`config.mk`:
```
export PLATFORM = sky130hd
export DESIGN_NAME = frontend
export DESIGN_NICKNAME = d
export VERILOG_FILES = /design/src/verilog/frontend_pkg.sv /design/src/verilog/npc.sv /design/src/verilog/fetch_unit.sv /design/src/verilog/multi_channel_fifo.sv /design/src/verilog/decoder.sv /design/src/verilog/frontend.sv
export SDC_FILE = /design/constraint.sdc
export NUM_CORES = 2
export LEC_CHECK = 0
export BUFFER_PORTS_ARGS = -buffer_cell sky130_fd_sc_hd__buf_4
export CAP_MARGIN = 10
export CORE_MARGIN = 3
export CORE_UTILIZATION = 60
export CTS_CLUSTER_SIZE = 10
export DETAILED_ROUTE_END_ITERATION = 7
export PLACE_DENSITY = 0.79
export SYNTH_ARGS = -nofsm -noshare
export SYNTH_HDL_FRONTEND = slang
export SYNTH_SLANG_ARGS = --single-unit
```
`constraint.sdc`:
```
create_clock -name clk -period 12.05 [get_ports clk]
set_input_delay 2.41 -clock clk [delete_from_list [all_inputs] [get_ports clk]]
set_output_delay 2.41 -clock clk [all_outputs]
set_load 0.1 [all_outputs]
```
`src/verilog/frontend_pkg.sv`:
```
`default_nettype none

package frontend_pkg;

    // 3r format, full 17-bit major opcode
    localparam logic [16:0] OP_ADD_W   = 17'h00020;
    localparam logic [16:0] OP_SUB_W   = 17'h00022;
    localparam logic [16:0] OP_IDLE    = 17'h00c91;
    // 2ri12 format, 10-bit opcode
    localparam logic [9:0]  OP_ADDI_W  = 10'h00a;
    localparam logic [9:0]  OP_LD_W    = 10'h0a2;
    localparam logic [9:0]  OP_ST_W    = 10'h0a6;
    // short opcodes, matched against the top of the 2ri12 opcode
    localparam logic [5:0]  OP_BEQ     = 6'b010110;
    localparam logic [5:0]  OP_BL      = 6'b010101;
    localparam logic [6:0]  OP_LU12I_W = 7'b0001010;

    typedef union packed {
        struct packed {
            logic [16:0] opcode;
            logic [4:0]  rk;
            logic [4:0]  rj;
            logic [4:0]  rd;
        } fmt_3r;
        struct packed {
            logic [9:0]  opcode;
            logic [11:0] imm12;
            logic [4:0]  rj;
            logic [4:0]  rd;
        } fmt_2ri12;
    } inst_word_u;

    typedef enum logic [2:0] {
        REG_TYPE_I    = 3'd0,
        REG_TYPE_RW   = 3'd1,
        REG_TYPE_RRW  = 3'd2,
        REG_TYPE_W    = 3'd3,
        REG_TYPE_RR   = 3'd4,
        REG_TYPE_BL   = 3'd5,
        REG_TYPE_IDLE = 3'd6
    } reg_type_e;

    typedef struct packed {
        logic [1:0][4:0] r_reg;
        logic [4:0]      w_reg;
    } reg_info_t;

    typedef struct packed {
        logic [31:0] pc;
        logic [31:0] word;
        reg_type_e   reg_type;
        reg_info_t   reg_info;
        logic        is_idle;
    } inst_t;

    typedef struct packed {
        logic [31:0] pc;
        logic [31:0] word;
    } raw_entry_t;

    typedef struct packed {
        logic        valid;
        logic [31:0] addr;
    } ibus_req_t;

    // slot 0 holds the word at the lower address
    typedef struct packed {
        logic             valid;
        logic [1:0][31:0] data;
    } ibus_resp_t;

    typedef struct packed {
        logic        valid;
        logic [31:0] pc;
    } redirect_t;

endpackage

`default_nettype wire

```
`src/verilog/npc.sv`:
```
`default_nettype none

module npc #(
    parameter logic [31:0] RESET_PC = 32'h1c00_0000
) (
    input  logic                    clk,
    input  logic                    rst_n,
    input  logic                    stall_i,
    input  logic                    accept_i,
    input  frontend_pkg::redirect_t redirect_i,
    output logic [31:0]             pc_o
);
    import frontend_pkg::*;

    logic [31:0] pc_q;
    logic [31:0] pc_next_pair;

    // next 8-byte boundary, drops bit 2 of a slot 1 target
    assign pc_next_pair = {pc_q[31:3] + 29'd1, 3'b000};

    always_ff @(posedge clk) begin
        if (!rst_n) begin
            pc_q <= RESET_PC;
        end else if (redirect_i.valid) begin
            // redirect wins over stall and accept
            pc_q <= redirect_i.pc;
        end else if (accept_i && !stall_i) begin
            pc_q <= pc_next_pair;
        end
    end

    assign pc_o = pc_q;

endmodule

`default_nettype wire

```
`src/verilog/fetch_unit.sv`:
```
`default_nettype none

module fetch_unit (
    input  logic                           clk,
    input  logic                           rst_n,
    input  logic [31:0]                    pc_i,
    input  logic                           stall_i,
    input  logic                           flush_i,
    output logic                           accept_o,
    output frontend_pkg::ibus_req_t        ibus_req_o,
    input  frontend_pkg::ibus_resp_t       ibus_resp_i,
    input  logic                           fifo_ready_i,
    output logic [1:0]                     write_num_o,
    output frontend_pkg::raw_entry_t [1:0] write_data_o
);
    import frontend_pkg::*;

    logic        busy;
    logic        drop;
    logic [31:0] req_pc;
    logic [31:0] pair_base;
    logic        slot0_valid;
    logic        resp_keep;

    // one transaction at a time, start only with room for a full pair
    assign accept_o = ~busy & ~stall_i & ~flush_i & fifo_ready_i;

    always_ff @(posedge clk) begin
        if (!rst_n) begin
            busy <= 1'b0;
            drop <= 1'b0;
        end else begin
            if (accept_o) begin
                busy <= 1'b1;
            end else if (ibus_resp_i.valid) begin
                busy <= 1'b0;
            end
            // a flush with a request in flight makes its response stale
            if (ibus_resp_i.valid) begin
                drop <= 1'b0;
            end else if (flush_i && busy) begin
                drop <= 1'b1;
            end
        end
    end

    always_ff @(posedge clk) begin
        if (accept_o) begin
            req_pc <= pc_i;
        end
    end

    assign pair_base = {req_pc[31:3], 3'b000};

    assign ibus_req_o.valid = busy;
    assign ibus_req_o.addr  = pair_base;

    // slot 0 is skipped when the target sits in the upper half
    assign slot0_valid = ~req_pc[2];
    assign resp_keep   = busy & ibus_resp_i.valid & ~drop & ~flush_i;

    always_comb begin
        write_num_o = 2'd0;
        if (resp_keep) begin
            write_num_o = slot0_valid ? 2'd2 : 2'd1;
        end
        // compact slot 1 into lane 0 for a lone upper word
        if (slot0_valid) begin
            write_data_o[0].pc   = pair_base;
            write_data_o[0].word = ibus_resp_i.data[0];
        end else begin
            write_data_o[0].pc   = {req_pc[31:3], 3'b100};
            write_data_o[0].word = ibus_resp_i.data[1];
        end
        write_data_o[1].pc   = {req_pc[31:3], 3'b100};
        write_data_o[1].word = ibus_resp_i.data[1];
    end

endmodule

`default_nettype wire

```
`src/verilog/multi_channel_fifo.sv`:
```
`default_nettype none

module multi_channel_fifo #(
    parameter int  DEPTH  = 4,
    parameter type DATA_T = logic [31:0]
) (
    input  logic        clk,
    input  logic        rst_n,
    input  logic        flush_i,
    output logic        write_ready_o,
    input  logic [1:0]  write_num_i,
    input  DATA_T [1:0] write_data_i,
    output logic [1:0]  read_valid_o,
    input  logic        read_ready_i,
    input  logic [1:0]  read_num_i,
    output DATA_T [1:0] read_data_o
);
    localparam int SIZE  = 2 * DEPTH;
    localparam int PTR_W = $clog2(SIZE);
    localparam int CNT_W = $clog2(SIZE + 1);

    DATA_T            mem [SIZE];
    logic [PTR_W-1:0] rd_ptr;
    logic [PTR_W-1:0] wr_ptr;
    logic [PTR_W-1:0] rd_ptr_1;
    logic [PTR_W-1:0] wr_ptr_1;
    logic [CNT_W-1:0] count;
    logic [1:0]       avail;
    logic [1:0]       push_num;
    logic [1:0]       pop_num;

    // circular pointer step, SIZE need not be a power of two
    function automatic logic [PTR_W-1:0] ptr_add(
        input logic [PTR_W-1:0] ptr,
        input logic [1:0]       n
    );
        logic [PTR_W:0] sum;
        sum = {1'b0, ptr} + {{(PTR_W - 1){1'b0}}, n};
        if (sum >= (PTR_W + 1)'(SIZE)) begin
            sum = sum - (PTR_W + 1)'(SIZE);
        end
        return sum[PTR_W-1:0];
    endfunction

    assign rd_ptr_1 = ptr_add(rd_ptr, 2'd1);
    assign wr_ptr_1 = ptr_add(wr_ptr, 2'd1);

    // entries visible on the read lanes, capped at two
    assign avail         = (count >= CNT_W'(2)) ? 2'd2 : count[1:0];
    assign read_valid_o  = {avail[1], avail[1] | avail[0]};
    assign write_ready_o = (count <= CNT_W'(SIZE - 2));

    assign push_num = write_num_i;

    always_comb begin
        if (!read_ready_i) begin
            pop_num = 2'd0;
        end else if (read_num_i > avail) begin
            pop_num = avail;
        end else begin
            pop_num = read_num_i;
        end
    end

    assign read_data_o[0] = mem[rd_ptr];
    assign read_data_o[1] = mem[rd_ptr_1];

    always_ff @(posedge clk) begin
        if (!rst_n || flush_i) begin
            rd_ptr <= '0;
            wr_ptr <= '0;
            count  <= '0;
        end else begin
            rd_ptr <= ptr_add(rd_ptr, pop_num);
            wr_ptr <= ptr_add(wr_ptr, push_num);
            count  <= count + CNT_W'(push_num) - CNT_W'(pop_num);
        end
    end

    // storage
    always_ff @(posedge clk) begin
        if (push_num != 2'd0) begin
            mem[wr_ptr] <= write_data_i[0];
        end
        if (push_num == 2'd2) begin
            mem[wr_ptr_1] <= write_data_i[1];
        end
    end

endmodule

`default_nettype wire

```
`src/verilog/decoder.sv`:
```
`default_nettype none

module decoder (
    input  frontend_pkg::inst_word_u inst_i,
    input  logic [31:0]              pc_i,
    output frontend_pkg::inst_t      inst_o
);
    import frontend_pkg::*;

    reg_type_e reg_type;
    reg_info_t reg_info;

    // opcode match, long 3r opcodes first
    always_comb begin
        reg_type = REG_TYPE_I;
        if (inst_i.fmt_3r.opcode == OP_ADD_W || inst_i.fmt_3r.opcode == OP_SUB_W) begin
            reg_type = REG_TYPE_RRW;
        end else if (inst_i.fmt_3r.opcode == OP_IDLE) begin
            reg_type = REG_TYPE_IDLE;
        end else if (inst_i.fmt_2ri12.opcode == OP_ADDI_W ||
                     inst_i.fmt_2ri12.opcode == OP_LD_W) begin
            reg_type = REG_TYPE_RW;
        end else if (inst_i.fmt_2ri12.opcode == OP_ST_W) begin
            reg_type = REG_TYPE_RR;
        end else if (inst_i.fmt_2ri12.opcode[9:4] == OP_BEQ) begin
            reg_type = REG_TYPE_RR;
        end else if (inst_i.fmt_2ri12.opcode[9:4] == OP_BL) begin
            reg_type = REG_TYPE_BL;
        end else if (inst_i.fmt_2ri12.opcode[9:3] == OP_LU12I_W) begin
            reg_type = REG_TYPE_W;
        end
    end

    // register fields by class, unused indices stay zero
    always_comb begin
        reg_info = '0;
        case (reg_type)
            REG_TYPE_RRW: begin
                reg_info.r_reg[0] = inst_i.fmt_3r.rk;
                reg_info.r_reg[1] = inst_i.fmt_3r.rj;
                reg_info.w_reg    = inst_i.fmt_3r.rd;
            end
            REG_TYPE_RW: begin
                reg_info.r_reg[1] = inst_i.fmt_2ri12.rj;
                reg_info.w_reg    = inst_i.fmt_2ri12.rd;
            end
            REG_TYPE_RR: begin
                // store data and beq both read rd
                reg_info.r_reg[0] = inst_i.fmt_2ri12.rd;
                reg_info.r_reg[1] = inst_i.fmt_2ri12.rj;
            end
            REG_TYPE_W: begin
                reg_info.w_reg = inst_i.fmt_2ri12.rd;
            end
            REG_TYPE_BL: begin
                // link register
                reg_info.w_reg = 5'd1;
            end
            default: begin
                reg_info = '0;
            end
        endcase
    end

    always_comb begin
        inst_o.pc       = pc_i;
        inst_o.word     = inst_i;
        inst_o.reg_type = reg_type;
        inst_o.reg_info = reg_info;
        inst_o.is_idle  = (reg_type == REG_TYPE_IDLE);
    end

endmodule

`default_nettype wire

```
`src/verilog/frontend.sv`:
```
`default_nettype none

module frontend #(
    parameter logic [31:0] RESET_PC  = 32'h1c00_0000,
    parameter int          RAW_DEPTH = 4,
    parameter int          DEC_DEPTH = 2
) (
    input  logic                      clk,
    input  logic                      rst_n,
    output frontend_pkg::ibus_req_t   ibus_req_o,
    input  frontend_pkg::ibus_resp_t  ibus_resp_i,
    output frontend_pkg::inst_t [1:0] inst_o,
    output logic [1:0]                inst_valid_o,
    input  logic [1:0]                issue_num_i,
    input  logic                      backend_stall_i,
    input  frontend_pkg::redirect_t   redirect_i,
    input  logic                      irq_i
);
    import frontend_pkg::*;

    logic              flush;
    logic              fetch_stall;
    logic              idle_lock;
    logic              idle_popped;
    logic [31:0]       fetch_pc;
    logic              fetch_accept;
    logic              raw_ready;
    logic [1:0]        fetch_num;
    raw_entry_t [1:0]  fetch_data;
    logic [1:0]        raw_valid;
    raw_entry_t [1:0]  raw_data;
    logic [1:0]        move_num;
    logic              dec_ready;
    inst_t [1:0]       dec_inst;
    logic [1:0]        out_count;
    logic [1:0]        pop_num;

    assign flush = redirect_i.valid;

    // idle lock, held until an interrupt arrives
    always_ff @(posedge clk) begin
        if (!rst_n) begin
            idle_lock <= 1'b0;
        end else if (irq_i) begin
            idle_lock <= 1'b0;
        end else if (idle_popped) begin
            idle_lock <= 1'b1;
        end
    end

    assign fetch_stall = idle_lock;

    npc #(
        .RESET_PC(RESET_PC)
    ) npc_i (
        .clk,
        .rst_n,
        .stall_i   (fetch_stall),
        .accept_i  (fetch_accept),
        .redirect_i(redirect_i),
        .pc_o      (fetch_pc)
    );

    fetch_unit fetch_unit_i (
        .clk,
        .rst_n,
        .pc_i        (fetch_pc),
        .stall_i     (fetch_stall),
        .flush_i     (flush),
        .accept_o    (fetch_accept),
        .ibus_req_o  (ibus_req_o),
        .ibus_resp_i (ibus_resp_i),
        .fifo_ready_i(raw_ready),
        .write_num_o (fetch_num),
        .write_data_o(fetch_data)
    );

    multi_channel_fifo #(
        .DEPTH (RAW_DEPTH),
        .DATA_T(raw_entry_t)
    ) raw_fifo_i (
        .clk,
        .rst_n,
        .flush_i      (flush),
        .write_ready_o(raw_ready),
        .write_num_i  (fetch_num),
        .write_data_i (fetch_data),
        .read_valid_o (raw_valid),
        .read_ready_i (dec_ready),
        .read_num_i   (move_num),
        .read_data_o  (raw_data)
    );

    // move every valid raw entry once the decoded FIFO has room
    assign move_num = dec_ready ? {raw_valid[1] & raw_valid[0], raw_valid[1] ^ raw_valid[0]}
                                : 2'd0;

    for (genvar i = 0; i < 2; i++) begin : g_dec
        decoder decoder_i (
            .inst_i(raw_data[i].word),
            .pc_i  (raw_data[i].pc),
            .inst_o(dec_inst[i])
        );
    end

    multi_channel_fifo #(
        .DEPTH (DEC_DEPTH),
        .DATA_T(inst_t)
    ) dec_fifo_i (
        .clk,
        .rst_n,
        .flush_i      (flush),
        .write_ready_o(dec_ready),
        .write_num_i  (move_num),
        .write_data_i (dec_inst),
        .read_valid_o (inst_valid_o),
        .read_ready_i (~backend_stall_i),
        .read_num_i   (pop_num),
        .read_data_o  (inst_o)
    );

    // actual pop count, also used to spot a departing idle
    assign out_count = {inst_valid_o[1] & inst_valid_o[0], inst_valid_o[1] ^ inst_valid_o[0]};

    always_comb begin
        if (backend_stall_i) begin
            pop_num = 2'd0;
        end else if (issue_num_i > out_count) begin
            pop_num = out_count;
        end else begin
            pop_num = issue_num_i;
        end
    end

    assign idle_popped = ((pop_num != 2'd0) && inst_o[0].is_idle) ||
                         ((pop_num == 2'd2) && inst_o[1].is_idle);

endmodule

`default_nettype wire

```
==> flow_metrics.tcl <==
set metrics [dict create \
    post-dp-hpwl_um 87600 \
    top_layer "met5" \
    preCtsSetupSlack_ns 5.25 \
    endpoint_kind "flop" \
    tritoncts "built" \
    cts_resized 0 \
    grt_start_max_net_pins 127 \
    max_freq_mhz 160 \
    pwr-share-seq 0.468 \
    cts_root_buffer "clkbuf_16" \
    drt-met1-wl_um 49500 \
    met3_wirelength_um 21900 \
    cts-buffers-inserted 101 \
    tns_ns 0 \
    arrival_ns 6.52 \
    ys_types 75 \
    dr.pass1.iters 7 \
    final-max-slew-violation-count 0 \
    route.detailed.drc 0 \
    met2_length_um 64000 \
    leakagePower_nw 18.4 \
    dr_total_vias 34900 \
    min_period_over_period 0.517 \
    pin_count 305 \
    cts_buffer_depth 3 \
    fin_crit_ns 6.23 \
    fin_ws_ns 5.82 \
    worst_slew_pin_slew_ns 1.27 \
    nNetsFinal 4066 \
    wire_per_inst_um 27.8 \
    syn_area_per_cell_um2 12.9 \
    critPathRequiredTime_ns 12.34 \
    ant_nets 0 \
    path_class "in2reg" \
    switching_share 0.299 \
    viasPerCell 6.91 \
    synth_common_cells "edfxtp_1, nand2_1, mux4_2, nor2_1, o21ai_0" \
    clk_latency_ns 0.68 \
    synth_top_cell_by_area "edfxtp_1" \
    drv_cap 0 \
    synth.ff_latch_count 900 \
    final_cells 5060 \
    vdd_drop_max_uv 114 \
    cp-start-kind "input pin" \
    synth_flop_cell "edfxtp_1" \
    core_area_um2 80800 \
    gp_congestion 0.914 \
    die_w_um 292 \
    maxSlewHeadroom 0.128 \
    start_util 0.609 \
    synth_edf_count 842 \
    cts_setup_buffers 0 \
    grtUsageTotal 0.327 \
    drive_gt1_frac 0.240 \
    final_hold_viol_count 0 \
    syn_inst 3825 \
    synth_most_common_cell "edfxtp_1" \
    critical_path.max_fanout 64 \
    h-tree-depth 3 \
    final-setup-viol-count 0 \
    synth.cell_area_um2 49200 \
    port_buffers 295 \
    cts_sinks 900 \
    grt_setup_unrepaired "false" \
    clk_pin_slew_worst_paths_ns 0.06 \
    post-place-cells 4892 \
    syn_to_final_growth_pct 11.3 \
    hold_path.class "reg2reg" \
    p_comb_frac 0.169 \
    power_density_nw_per_um2 141 \
    ctsHoldBuffers 0 \
    grt_pass1_vias 34300 \
    skew_ns 0.0482 \
    status "complete, no violations" \
    die_y_um 292 \
    internal_power_mw 5.40 \
    ys_async_sr_fraction 0 \
    synth_area_leaders "edfxtp_1, mux4_2, nand2_1, mux2i_1, o21ai_0" \
    wl_um 141000 \
    yosysSeqAreaShare 0.538 \
    grt_overflow 0 \
    synth_top_area_frac 0.514 \
    die_area_um2 85400 \
    clockPowerShare 0.363 \
    yosysWarnings 0 \
    grt_pass1_wl_um 211000 \
    antenna_found_initial 5 \
    finalPower_mw 7.70 \
    switching_power_mw 2.30 \
    fp-row-count 104 \
    drt_iter0_markers 4967 \
]
[metrics by stage]
step	hold WS (ns)	instance area, um2	utilization
6_report	0.434	54700	0.677
5_1_grt	0.448	54700	0.677
4_1_cts	0.432	54700	0.677
3_5_place_dp	0.419	51800	0.641
3_3_place_gp	0.418	51800	0.641
2_1_floorplan	0.409	49200	-
[final timing paths]
check	cells past startpoint	start	to	slack, ns
worst max-delay path	6	redirect_i[32]	raw_fifo_i.mem[6][42]$_DFFE_PP_	5.82
worst min-delay path	0	npc_i.pc_o[2]$_SDFFE_PN0P_	fetch_unit_i.req_pc[2]$_DFFE_PP_	0.43
worst max register to register	9	raw_fifo_i.rd_ptr[0]$_SDFF_PP0_	dec_fifo_i.mem[0][3]$_DFFE_PP_	6.41
worst min register to register	0	npc_i.pc_o[2]$_SDFFE_PN0P_	fetch_unit_i.req_pc[2]$_DFFE_PP_	0.43
[registers in the layout, indices dropped and copies added (netlist names)]
register,flops
raw_fifo_i.mem,496
raw_fifo_i.count,4
npc_i.pc_o,30
raw_fifo_i.wr_ptr,3
dec_fifo_i.wr_ptr,2
dec_fifo_i.count,3
fetch_unit_i.busy,1
dec_fifo_i.rd_ptr,2
dec_fifo_i.mem,324
fetch_unit_i.req_pc,30
fetch_stall,1
fetch_unit_i.drop,1
raw_fifo_i.rd_ptr,3
[worst max-delay path: stages]
cell	delay [ns]
buf_4	0.24
nor4bb_1	0.76
nor2b_1	0.55
nand3_2	0.90
nand2_4	0.85
buf_4	0.73
[cells in the final DEF, fill, tap and decap left out, types with 6 or more instances in the layout]
master / count
o21ai_0: 290
a31oi_1: 15
and2_1: 191
nand3_1: 18
nor2b_1: 66
clkbuf_1: 53
nor4b_1: 7
nand2_4: 7
a221oi_1: 7
or2_2: 9
a21oi_1: 270
mux4_2: 403
mux2_2: 21
nor3_1: 16
nand2b_1: 11
mux2i_1: 175
inv_1: 40
a32oi_1: 6
a222oi_1: 7
and3_1: 17
nand2_1: 458
xnor2_1: 10
a21oi_2: 6
or3_1: 12
nand4_1: 8
o22ai_1: 38
dfxtp_1: 54
fa_1: 6
ha_1: 19
conb_1: 7
clkbuf_16: 101
edfxtp_1: 842
nor2_1: 323
nor4_1: 11
nand3b_1: 9
buf_4: 352
[per-layer routing]
metal,GRT usage,vias up
met5,0,-
met4,0.121,10
met3,0.110,405
met2,0.497,2725
met1,0.445,17100
li1,-,14700
[layout make-up]
class | count | area (um2)
flip-flops and latches | 900 | 26500
fillers | 5481 | 26100
multi-input cells | 2536 | 21200
clock buffers | 156 | 2750
repair buffers | 353 | 2660
well taps | 1060 | 1330
inverters | 44 | 166
clock inverters | 10 | 155
diodes | 1 | 2.50
[cells by family after synthesis]
| kind of cell | share of synthesized area |
|---|---|
| other | 0.0000762 |
| XOR/XNOR | 0.00300 |
| AO/OA/AOI/OAI | 0.0768 |
| multiplexers | 0.225 |
| buffers and inverters | 0.0360 |
| AND/OR/NAND/NOR | 0.113 |
| adder cells (fa/ha/maj) | 0.00753 |
| flip-flops | 0.538 |
[power groups by stage]
stage	clock (mW)	combinational, mW	sequential (mW)
floorplan	0	1.01	3.64
global placement	0	1.28	3.66
detailed placement	0	1.29	3.67
CTS	2.80	1.30	3.60
global route	2.92	1.35	3.62
finish	2.79	1.30	3.61
(Power assumes the default switching activity.)
